## config.mk

```make
export PLATFORM = sky130hd
export DESIGN_NAME = zx_mem_io
export DESIGN_NICKNAME = d
export VERILOG_FILES = /design/src/zx_pkg.sv /design/src/zx_bus_if.sv /design/src/bus_decoder.sv /design/src/page_ctrl.sv /design/src/ula_port.sv /design/src/mem_mapper.sv /design/src/cpu_read_mux.sv /design/src/zx_mem_io.sv
export SDC_FILE = /design/constraint.sdc
export NUM_CORES = 1
export LEC_CHECK = 0
export ABC_AREA = 1
export BUFFER_PORTS_ARGS = -buffer_cell sky130_fd_sc_hd__buf_2
export CAP_MARGIN = 20
export CORE_MARGIN = 5
export CORE_UTILIZATION = 39
export DETAILED_ROUTE_END_ITERATION = 10
export PLACE_DENSITY = 0.85
export SLEW_MARGIN = 20
export SYNTH_ARGS = -nofsm -noshare
export SYNTH_HDL_FRONTEND = slang
export SYNTH_HIERARCHICAL = 1
export SYNTH_SLANG_ARGS = --single-unit
export TNS_END_PERCENT = 30
```

## constraint.sdc

```tcl
create_clock -name clk_sys -period 1.45 [get_ports clk_sys]
set_input_delay 0.2175 -clock clk_sys [delete_from_list [all_inputs] [get_ports clk_sys]]
set_output_delay 0.2175 -clock clk_sys [all_outputs]
set_load 0.02 [all_outputs]
```

## src/zx_pkg.sv

```systemverilog
//==================================================
// ZX Spectrum memory and I/O shared definitions
// Bus types, machine mode, key matrix and the
// bit layout of the 128K paging port
//==================================================

package zx_pkg;

	//==================================================
	// Z80 bus types
	//==================================================
	typedef logic [15:0] cpu_addr_t;
	typedef logic [7:0]  cpu_data_t;

	// Offset inside one 16 KiB bank
	typedef logic [13:0] bank_offset_t;

	// Number of a 16 KiB memory page
	typedef logic [7:0]  page_num_t;

	// Machine flavour picked up at reset
	typedef enum logic {
		MACHINE_48K  = 1'b0,
		MACHINE_128K = 1'b1
	} machine_e;

	// 8 half-rows of 5 keys where 1 means pressed
	typedef logic [7:0][4:0] key_matrix_t;

	//==================================================
	// Paging constants
	//==================================================
	// Fixed RAM pages behind CPU banks 1 and 2
	localparam page_num_t PAGE_SCREEN_NORMAL = 8'd5;
	localparam page_num_t PAGE_BANK_2        = 8'd2;

	// Port 7FFD bit layout
	localparam int P7FFD_PAGE_LSB = 0;
	localparam int P7FFD_PAGE_MSB = 2;
	localparam int P7FFD_SCR_BIT  = 3;
	localparam int P7FFD_ROM_BIT  = 4;
	localparam int P7FFD_LOCK_BIT = 5;

endpackage

```

## src/zx_bus_if.sv

```systemverilog
//==================================================
// Decoded Z80 bus events
// Carries address, write data and the qualified
// I/O and memory strobes to the consumers
//==================================================
`timescale 1ns/1ps

interface zx_bus_if
	import zx_pkg::*;
();

	cpu_addr_t addr;
	cpu_data_t data;

	// Single-cycle pulse at the start of an I/O write
	logic io_wr_stb;

	// Levels that follow the Z80 strobes
	logic io_rd;
	logic mem_rd;
	logic mem_wr;

	modport decoder (
		output addr, data, io_wr_stb, io_rd, mem_rd, mem_wr
	);

	modport consumer (
		input addr, data, io_wr_stb, io_rd, mem_rd, mem_wr
	);

endinterface

```

## src/bus_decoder.sv

```systemverilog
//==================================================
// Z80 bus decoder
// Turns the active-low CPU strobes into an edge
// detected I/O write pulse and level requests
//==================================================
`timescale 1ns/1ps

module bus_decoder
	import zx_pkg::*;
(
	input  logic      clk_sys,
	input  logic      reset,

	input  cpu_addr_t cpu_addr,
	input  cpu_data_t cpu_dout,
	input  logic      mreq_n,
	input  logic      iorq_n,
	input  logic      rd_n,
	input  logic      wr_n,
	input  logic      m1_n,

	zx_bus_if.decoder bus
);

	logic io_wr;
	logic io_wr_prev;

	//==================================================
	// I/O cycle qualification
	//==================================================
	// M1 low with IORQ low is an interrupt acknowledge
	// and must not be seen as a port access
	assign io_wr = ~iorq_n & ~wr_n & m1_n;

	// Previous level of the write condition
	always_ff @(posedge clk_sys) begin
		if (reset) begin
			io_wr_prev <= 1'b0;
		end else begin
			io_wr_prev <= io_wr;
		end
	end

	// High only in the first cycle the condition is seen
	assign bus.io_wr_stb = io_wr & ~io_wr_prev;

	// Reads are consumed combinationally so a level is enough
	assign bus.io_rd = ~iorq_n & ~rd_n & m1_n;

	//==================================================
	// Memory requests
	//==================================================
	assign bus.mem_rd = ~mreq_n & ~rd_n;
	assign bus.mem_wr = ~mreq_n & ~wr_n;

	// Address and write data pass straight through
	assign bus.addr = cpu_addr;
	assign bus.data = cpu_dout;

endmodule

```

## src/page_ctrl.sv

```systemverilog
//==================================================
// 128K paging register
// Port 7FFD with RAM page, screen, ROM and lock
// bits, plus the machine mode taken at reset
//==================================================
`timescale 1ns/1ps

module page_ctrl
	import zx_pkg::*;
(
	input  logic       clk_sys,
	input  logic       reset,
	input  logic       machine_128k,

	zx_bus_if.consumer bus,

	output machine_e   machine,
	output page_num_t  ram_page,
	output logic       rom_sel,
	output logic       page_scr
);

	logic [P7FFD_PAGE_MSB:P7FFD_PAGE_LSB] page_field;
	logic                                 scr_bit;
	logic                                 rom_bit;
	logic                                 lock_bit;
	logic                                 port_hit;
	logic                                 page_write;

	//==================================================
	// Port decode
	//==================================================
	// Partial decode as on the real machine with A15 and A1 low
	assign port_hit = ~bus.addr[15] & ~bus.addr[1];

	// Paging is frozen on a 48K machine or once locked
	assign page_write = bus.io_wr_stb & port_hit &
		(machine == MACHINE_128K) & ~lock_bit;

	//==================================================
	// Paging register
	//==================================================
	always_ff @(posedge clk_sys) begin
		if (reset) begin
			machine    <= machine_128k ? MACHINE_128K : MACHINE_48K;
			page_field <= '0;
			scr_bit    <= 1'b0;
			rom_bit    <= 1'b0;
			lock_bit   <= 1'b0;
		end else if (page_write) begin
			page_field <= bus.data[P7FFD_PAGE_MSB:P7FFD_PAGE_LSB];
			scr_bit    <= bus.data[P7FFD_SCR_BIT];
			rom_bit    <= bus.data[P7FFD_ROM_BIT];
			// Lock is sticky until the next reset
			lock_bit   <= bus.data[P7FFD_LOCK_BIT];
		end
	end

	// Only the low page bits exist on a standard 128K
	assign ram_page = page_num_t'(page_field);
	assign rom_sel  = rom_bit;
	assign page_scr = scr_bit;

endmodule

```

## src/ula_port.sv

```systemverilog
//==================================================
// ULA port FE
// Border colour, EAR and MIC latch and the
// beeper audio sum with the tape input
//==================================================
`timescale 1ns/1ps

module ula_port
	import zx_pkg::*;
(
	input  logic        clk_sys,
	input  logic        reset,

	zx_bus_if.consumer  bus,

	input  logic        tape_in,
	output logic [2:0]  border_color,
	output logic        ear,
	output logic [15:0] audio
);

	logic mic;
	logic ula_we;

	// Any even port reaches the ULA
	assign ula_we = bus.io_wr_stb & ~bus.addr[0];

	//==================================================
	// Output latch
	//==================================================
	always_ff @(posedge clk_sys) begin
		if (reset) begin
			border_color <= 3'd0;
			ear          <= 1'b0;
			mic          <= 1'b0;
		end else if (ula_we) begin
			border_color <= bus.data[2:0];
			mic          <= bus.data[3];
			ear          <= bus.data[4];
		end
	end

	//==================================================
	// Beeper mix
	//==================================================
	// EAR weighs 8192, MIC 4096 and the tape input 2048
	assign audio = {2'b00, ear, mic, tape_in, 11'd0};

endmodule

```

## src/mem_mapper.sv

```systemverilog
//==================================================
// Memory address mapper
// Maps the four 16 KiB CPU banks onto a linear
// memory address and write-protects the ROM
//==================================================
`timescale 1ns/1ps

module mem_mapper
	import zx_pkg::*;
#(
	parameter int RAM_ADDR_W    = 25,
	parameter int ROM_BASE_PAGE = 128
)
(
	zx_bus_if.consumer       bus,

	input  page_num_t        ram_page,
	input  logic             rom_sel,
	input  machine_e         machine,

	output logic [RAM_ADDR_W-1:0] ram_addr,
	output cpu_data_t        ram_din,
	output logic             ram_rd,
	output logic             ram_we
);

	// Page number takes whatever is left above the bank offset
	localparam int PAGE_W = RAM_ADDR_W - 14;

	logic [1:0]        bank;
	bank_offset_t      offset;
	logic              rom_num;
	logic [PAGE_W-1:0] page;

	assign bank   = bus.addr[15:14];
	assign offset = bus.addr[13:0];

	// The 48K machine always runs from the second ROM
	assign rom_num = (machine == MACHINE_128K) ? rom_sel : 1'b1;

	//==================================================
	// Bank to page
	//==================================================
	always_comb begin
		case (bank)
			2'd0: page = PAGE_W'(ROM_BASE_PAGE) + PAGE_W'(rom_num);
			2'd1: page = PAGE_W'(PAGE_SCREEN_NORMAL);
			2'd2: page = PAGE_W'(PAGE_BANK_2);
			default: begin
				if (machine == MACHINE_128K) begin
					page = PAGE_W'(ram_page);
				end else begin
					page = '0;
				end
			end
		endcase
	end

	assign ram_addr = {page, offset};
	assign ram_din  = bus.data;
	assign ram_rd   = bus.mem_rd;

	// Bank 0 holds ROM and ignores CPU writes
	assign ram_we = bus.mem_wr & (bank != 2'd0);

endmodule

```

## src/cpu_read_mux.sv

```systemverilog
//==================================================
// CPU read data mux
// Memory data, keyboard port FE, or FF for all
// other ports
//==================================================
`timescale 1ns/1ps

module cpu_read_mux
	import zx_pkg::*;
(
	zx_bus_if.consumer bus,

	input  cpu_data_t   ram_dout,
	input  key_matrix_t key_matrix,
	input  logic        tape_in,
	output cpu_data_t   cpu_din
);

	logic [4:0] keys_down;

	// A half-row is scanned when its high address bit is low
	always_comb begin
		keys_down = 5'd0;
		for (int r = 0; r < 8; r++) begin
			if (!bus.addr[8 + r]) begin
				keys_down = keys_down | key_matrix[r];
			end
		end
	end

	always_comb begin
		if (bus.mem_rd) begin
			cpu_din = ram_dout;
		end else if (bus.io_rd && !bus.addr[0]) begin
			// Keys read back active low
			cpu_din = {1'b1, ~tape_in, 1'b1, ~keys_down};
		end else begin
			cpu_din = 8'hFF;
		end
	end

endmodule

```

## src/zx_mem_io.sv

```systemverilog
//==================================================
// ZX Spectrum 48K/128K memory and I/O glue
// Bus decode, 7FFD paging, ULA port, memory map
// and CPU read data between Z80 and memory
//==================================================
`timescale 1ns/1ps

module zx_mem_io
	import zx_pkg::*;
#(
	parameter int RAM_ADDR_W    = 25,
	parameter int ROM_BASE_PAGE = 128
)
(
	input  logic                  clk_sys,
	input  logic                  reset,

	// Z80 bus
	input  cpu_addr_t             cpu_addr,
	input  cpu_data_t             cpu_dout,
	output cpu_data_t             cpu_din,
	input  logic                  mreq_n,
	input  logic                  iorq_n,
	input  logic                  rd_n,
	input  logic                  wr_n,
	input  logic                  m1_n,

	input  logic                  machine_128k,

	// System memory
	output logic [RAM_ADDR_W-1:0] ram_addr,
	output cpu_data_t             ram_din,
	input  cpu_data_t             ram_dout,
	output logic                  ram_rd,
	output logic                  ram_we,

	// ULA side
	output logic                  page_scr,
	output logic [2:0]            border_color,
	output logic                  ear,
	output logic [15:0]           audio,
	input  logic                  tape_in,
	input  key_matrix_t           key_matrix
);

	machine_e  machine;
	page_num_t ram_page;
	logic      rom_sel;

	zx_bus_if bus_if ();

	//==================================================
	// Bus decode
	//==================================================
	bus_decoder bus_decoder_inst (
		.clk_sys  (clk_sys),
		.reset    (reset),
		.cpu_addr (cpu_addr),
		.cpu_dout (cpu_dout),
		.mreq_n   (mreq_n),
		.iorq_n   (iorq_n),
		.rd_n     (rd_n),
		.wr_n     (wr_n),
		.m1_n     (m1_n),
		.bus      (bus_if.decoder)
	);

	//==================================================
	// Port registers
	//==================================================
	page_ctrl page_ctrl_inst (
		.clk_sys      (clk_sys),
		.reset        (reset),
		.machine_128k (machine_128k),
		.bus          (bus_if.consumer),
		.machine      (machine),
		.ram_page     (ram_page),
		.rom_sel      (rom_sel),
		.page_scr     (page_scr)
	);

	ula_port ula_port_inst (
		.clk_sys      (clk_sys),
		.reset        (reset),
		.bus          (bus_if.consumer),
		.tape_in      (tape_in),
		.border_color (border_color),
		.ear          (ear),
		.audio        (audio)
	);

	//==================================================
	// Memory and read data
	//==================================================
	mem_mapper #(
		.RAM_ADDR_W    (RAM_ADDR_W),
		.ROM_BASE_PAGE (ROM_BASE_PAGE)
	) mem_mapper_inst (
		.bus      (bus_if.consumer),
		.ram_page (ram_page),
		.rom_sel  (rom_sel),
		.machine  (machine),
		.ram_addr (ram_addr),
		.ram_din  (ram_din),
		.ram_rd   (ram_rd),
		.ram_we   (ram_we)
	);

	cpu_read_mux cpu_read_mux_inst (
		.bus        (bus_if.consumer),
		.ram_dout   (ram_dout),
		.key_matrix (key_matrix),
		.tape_in    (tape_in),
		.cpu_din    (cpu_din)
	);

endmodule

```

==> flow_metrics.env, run 1 <==
export IMPL_status="complete, no violations"
export IMPL_grt_start_max_net_pins=11
export IMPL_met2_usage_pct=25.9
export IMPL_leakagePower_nw=1.16
export IMPL_period_share_pct=92.2
export IMPL_grt_usage_pct=13.8
export IMPL_dieArea_um2=5640
export IMPL_vias=1690
export IMPL_ioPinCount=145
export IMPL_cts_buffers=3
export IMPL_dr_pass1_iters=5
export IMPL_power_density_nw_per_um2=621
export IMPL_crit_type="flop to output port"
export IMPL_overflow=0
export IMPL_start_util_pct=40.8
export IMPL_remaining_drc_errors=0
export IMPL_cap_violations=0
export IMPL_post_drt_wl_per_cell_um=10.7
export IMPL_use_met3_pct=2.94
export IMPL_clockRootBuffer="clkbuf_8"
export IMPL_synth_distinct_cells=20
export IMPL_p_total_mw=1.16
export IMPL_clock_path_buffers=2
export IMPL_dr_first_iter_drc_count=45
export IMPL_place_ws_ns=0.0684
export IMPL_fmax_ghz=0.748
export IMPL_rsz0062_at_grt="true"
export IMPL_cp_end_kind="output port"
export IMPL_hold_viol_final=0
export IMPL_drive_above_1_share_pct=37.6
export IMPL_clkTransAtPathRegs_ns=0.05
export IMPL_antenna_found_initial=0
export IMPL_min_period_ns=1.34
export IMPL_cts_sinks=13
export IMPL_final_setup_viol_count=0
export IMPL_fp_coreArea_um2=4060
export IMPL_die_h_um=75.1
export IMPL_grt_busiest_layer="met2"
export IMPL_antenna_cells=0
export IMPL_rows=23
export IMPL_gp_congestion=0.859
export IMPL_clk_latency_ns=0.25
export IMPL_via_per_inst=4.25
export IMPL_ys_seq_area_share_pct=16.3
export IMPL_dpl_hpwl_um=3640
export IMPL_syn_to_final_growth_pct=13.2
export IMPL_cts_tree="yes"
export IMPL_port_buffers=108
export IMPL_htreeDepth=1
export IMPL_die_w_um=75.1
export IMPL_cp_start_kind="flop"
export IMPL_totalWireLength_um=4240
export IMPL_crit_arrival_ns=1.12
export IMPL_skew_ns=0.00266
export IMPL_r2r_cells=5
export IMPL_synth_avg_cell_area_um2=5.78
export IMPL_hold_path_depth=1
export IMPL_fillers=419
export IMPL_irDropWorstVdd_mv=0.489
export IMPL_path_max_fanout=6
export IMPL_netlist_area_um2=1650
export IMPL_met1_usage_pct=14.4
export IMPL_layout_setup_ws_ns=0.112
export IMPL_yosys_warnings=6
export IMPL_ys_seq_elements=13
export IMPL_nets=430
export IMPL_syn_inst=286
export IMPL_grt_pass1_wl_um=5980
export IMPL_slew_violations=0
export IMPL_ant_nets=0
export IMPL_worstPathRequired_ns=1.23
export IMPL_cts_hold_buf=0
export IMPL_hp_class="input port to flop"
export IMPL_grt_pass1_vias=1458
## per-stage QoR
stage                     cells  cell area (um^2)  hold slack [ns]  utilization, %   TNS, ns
after floorplan             304              1720            0.287               -         0
after global placement      393              1810            0.396            44.5         0
after detailed placement    393              1810            0.396            44.5         0
after CTS                   397              1850            0.136            45.6         0
after global routing        398              1870            0.134            46.1  -0.00569
final                       398              1870            0.143            46.1         0
## worst paths after layout
kind	from	slack [ns]	to
worst max-delay path	page_ctrl_inst/machine	0.11	ram_addr[14]
worst min register to register	page_ctrl_inst/rom_sel	0.48	page_ctrl_inst/rom_sel
worst min-delay path	machine_128k	0.14	page_ctrl_inst/machine
worst max register to register	page_ctrl_inst/machine	0.38	page_ctrl_inst/page_field[0]
## critical path, cell delays in order, from the launching register on
cell,delay [ns]
edfxtp_1,0.47
nand2_1,0.10
inv_1,0.04
nand2_1,0.05
nand3_1,0.05
buf_2,0.16
## what timing repair did
| item | 4_1_cts | 5_1_grt |
|---|---|---|
| setup endpoints to repair | 0 | 9 |
| setup buffers | 0 | 1 |
| resized for setup | 0 | 4 |
## placed cells by master, fill, tap and decap left out, types with 5 or more instances in the layout
| master | synthesis | final |
|---|---|---|
| nand2_1 | 89 | 89 |
| nand4_1 | 6 | 6 |
| buf_4 | 72 | 5 |
| conb_1 | 3 | 21 |
| nand3_1 | 7 | 7 |
| buf_2 | 0 | 107 |
| inv_2 | 7 | 7 |
| inv_1 | 22 | 22 |
| a21oi_1 | 8 | 8 |
| nor2_1 | 47 | 45 |
| dfxtp_1 | 12 | 12 |
## flip-flops by register name (all words and copies together), names as in the netlist
register / cells
ula_port_inst/border_color: 3
bus_decoder_inst/io_wr_prev: 1
page_ctrl_inst/page_scr: 1
page_ctrl_inst/lock_bit: 1
page_ctrl_inst/rom_sel: 1
ula_port_inst/ear: 1
page_ctrl_inst/machine: 1
page_ctrl_inst/page_field: 3
ula_port_inst/mic: 1
## cells in the mapped netlist
library cell  instances  share of area, %
nor3b_1               1              0.45
dfxtp_1              12                15
o21bai_1              1              0.45
nor3b_4               1               1.1
nand2_4               1              0.68
nand2_2               1              0.38
or2_1                 2              0.76
nor2_2                1              0.38
nand4_1               6               2.3
nor2_1               47                11
conb_1                3              0.68
inv_1                22               5.0
nand3_1               7               2.1
a21oi_1               8               2.4
clkinv_1              2              0.45
edfxtp_1              1               1.8
nand2_1              89                20
buf_4                72                33
inv_2                 7               1.6
nor2_4                2               1.4
## cell families (layout without fill, tap and decap cells)
group                  Yosys count  after routing  synth area share (%)
AND/OR/NAND/NOR                158            158                  40.4
buffers and inverters          103            147                  39.7
flip-flops                      13             13                  16.3
AO/OA/AOI/OAI                    9              9                  2.87
other                            3             21                 0.681
## per-layer routing
layer	share of wire [%]	routed length [um]
met1	35	1510
met2	48	2020
met3	15	652
met4	1.5	62
met5	0	0
## final cells by class
type	instances	area (um^2)	area share (%)
Inverter	31	116	6.22
Tap cell	50	62.6	3.34
Timing Repair Buffer	112	573	30.6
Clock buffer	4	45.0	2.41
Sequential cell	13	270	14.4
Multi-Input combinational cell	188	805	43.0
## report_power, final
| part | internal [mW] | switching, mW | total (mW) |
|---|---|---|---|
| registers | 0.372 | 0.00756 | 0.380 |
| clock network | 0.195 | 0.138 | 0.333 |
| logic | 0.170 | 0.280 | 0.450 |
Power figures use the tool's default switching activity.
==> run 2: changes to the inputs <==
GPL_TIMING_DRIVEN = 0   (was default)
MAX_ROUTING_LAYER = met4   (was default)
SETUP_SLACK_MARGIN = 0.4   (was default)
==> run 2 against run 1 <==
Net effect:
- cell count increased by 16%
- highest routed layer unchanged
- global-route usage grew 2.9 points
- die area is the same
- largest power group unchanged
- largest cell class is now non-clock buffers
- sequential share of layout area shrank 3.6 points
==> flow_metrics.env, run 2 (synthesis results as in run 1) <==
export IMPL_status="complete, no violations"
export IMPL_layout_setup_ws_ns=0.0998
export IMPL_drive_above_1_share_pct=50.1
export IMPL_skew_ns=0.00130
export IMPL_start_util_pct=40.8
export IMPL_die_h_um=75.1
export IMPL_leakagePower_nw=1.52
export IMPL_cts_sinks=13
export IMPL_placed_cells=454
export IMPL_cp_end_kind="output port"
export IMPL_grt_pass1_vias=1791
export IMPL_setup_tns_ns=0
export IMPL_dieArea_um2=5640
export IMPL_worst_hold_slack_ns=0.146
export IMPL_ant_nets=0
export IMPL_fillers=380
export IMPL_dpl_hpwl_um=4390
export IMPL_holdPathEnd="page_ctrl_inst/machine"
export IMPL_met1_usage_pct=15.3
export IMPL_use_met3_pct=3.47
export IMPL_crit_arrival_ns=1.13
export IMPL_cts_buffers=3
export IMPL_crit_type="flop to output port"
export IMPL_rows=23
export IMPL_period_share_pct=93.1
export IMPL_met2_usage_pct=33.2
export IMPL_port_buffers=100
export IMPL_fin_cells=461
export IMPL_cap_violations=0
export IMPL_multi_input_area_um2=850
export IMPL_hold_viol_final=0
export IMPL_dr_first_iter_drc_count=27
export IMPL_grt_busiest_layer="met2"
export IMPL_rrSetupSlack_ns=0.35
export IMPL_antenna_cells=0
export IMPL_hold_path_depth=1
export IMPL_rr_startpoint="bus_decoder_inst/io_wr_prev"
export IMPL_hold_start="machine_128k"
export IMPL_clockRootBuffer="clkbuf_8"
export IMPL_worstPathRequired_ns=1.23
export IMPL_ioPinCount=145
export IMPL_path_max_fanout=6
export IMPL_min_period_ns=1.35
export IMPL_clk_latency_ns=0.24
export IMPL_layout_commonest_cell="buf_2"
export IMPL_largestRegisters="page_ctrl_inst/page_field x3, ula_port_inst/border_color x3"
export IMPL_clock_path_buffers=2
export IMPL_cts_tree="yes"
export IMPL_utilization_pct=61.2
export IMPL_grt_usage_pct=16.6
export IMPL_post_drt_wl_per_cell_um=11.1
export IMPL_rsz0062_at_grt="true"
export IMPL_overflow=0
export IMPL_stdcell_area_um2=2480
export IMPL_nets=493
export IMPL_grt_pass1_wl_um=7270
export IMPL_layout_common_cells="buf_2 (90), nand2_1 (88), buf_4 (74)"
export IMPL_remaining_drc_errors=0
export IMPL_cp_start_kind="flop"
export IMPL_grt_start_max_net_pins=9
export IMPL_die_w_um=75.1
export IMPL_fmax_ghz=0.741
export IMPL_dr_pass1_iters=4
export IMPL_hp_class="input port to flop"
export IMPL_syn_to_final_growth_pct=50.1
export IMPL_regArea_um2=270
export IMPL_p_total_mw=1.34
export IMPL_clkTransAtPathRegs_ns=0.05
export IMPL_place_area_um2=2310
export IMPL_totalWireLength_um=5110
export IMPL_via_per_inst=4.16
export IMPL_fp_coreArea_um2=4060
export IMPL_htreeDepth=1
export IMPL_cts_hold_buf=0
export IMPL_rr_endpoint="page_ctrl_inst/page_field[2]"
export IMPL_irDropWorstVdd_mv=0.624
export IMPL_antenna_found_initial=0
export IMPL_slew_violations=0
export IMPL_gp_congestion=0.802
export IMPL_power_density_nw_per_um2=542
export IMPL_startpoint="page_ctrl_inst/machine"
export IMPL_place_ws_ns=0.0326
export IMPL_vias=1916
export IMPL_r2r_cells=6
export IMPL_final_setup_viol_count=0
-- run 2: layout make-up --
| type | instances | area share, % |
|---|---|---|
| multi-input combinational | 188 | 34.2 |
| tap | 50 | 2.52 |
| inverter | 31 | 4.69 |
| timing repair buffer | 103 | 23.8 |
| buffer | 72 | 22.1 |
| sequential | 13 | 10.9 |
| clock buffer | 4 | 1.81 |
-- run 2: what timing repair did --
item,in CTS,in global routing
pin swaps,5,3
setup buffers,3,0
setup endpoints to repair,19,25
resized for setup,15,11
-- run 2: worst max-delay path by stage --
stage / cells after the start / endpoint / slack, ns
after floorplan: 3 / cpu_din[0] / 0.30
after global placement: 5 / cpu_din[2] / 0.04
after detailed placement: 5 / cpu_din[2] / 0.03
after CTS: 6 / ram_addr[14] / 0.09
after global routing: 6 / ram_addr[14] / 0.05
final: 6 / ram_addr[14] / 0.1
-- run 2: power by group --
part	switching, mW	leakage (nW)	internal (mW)
clock	0.128	0.0228	0.194
combinational	0.337	1.40	0.308
sequential	0.00591	0.107	0.372
-- run 2: critical path, stage by stage, from the launching register on --
cell	delay, ns
edfxtp_1	0.41
buf_6	0.15
nand2_2	0.04
inv_1	0.03
nand2_1	0.06
nand3_2	0.06
buf_6	0.13
-- run 2: routing by layer --
layer	share of wire, %	wire, um
met1	31	1560
met2	55	2810
met3	13	652
met4	1.7	85
met5	0	0
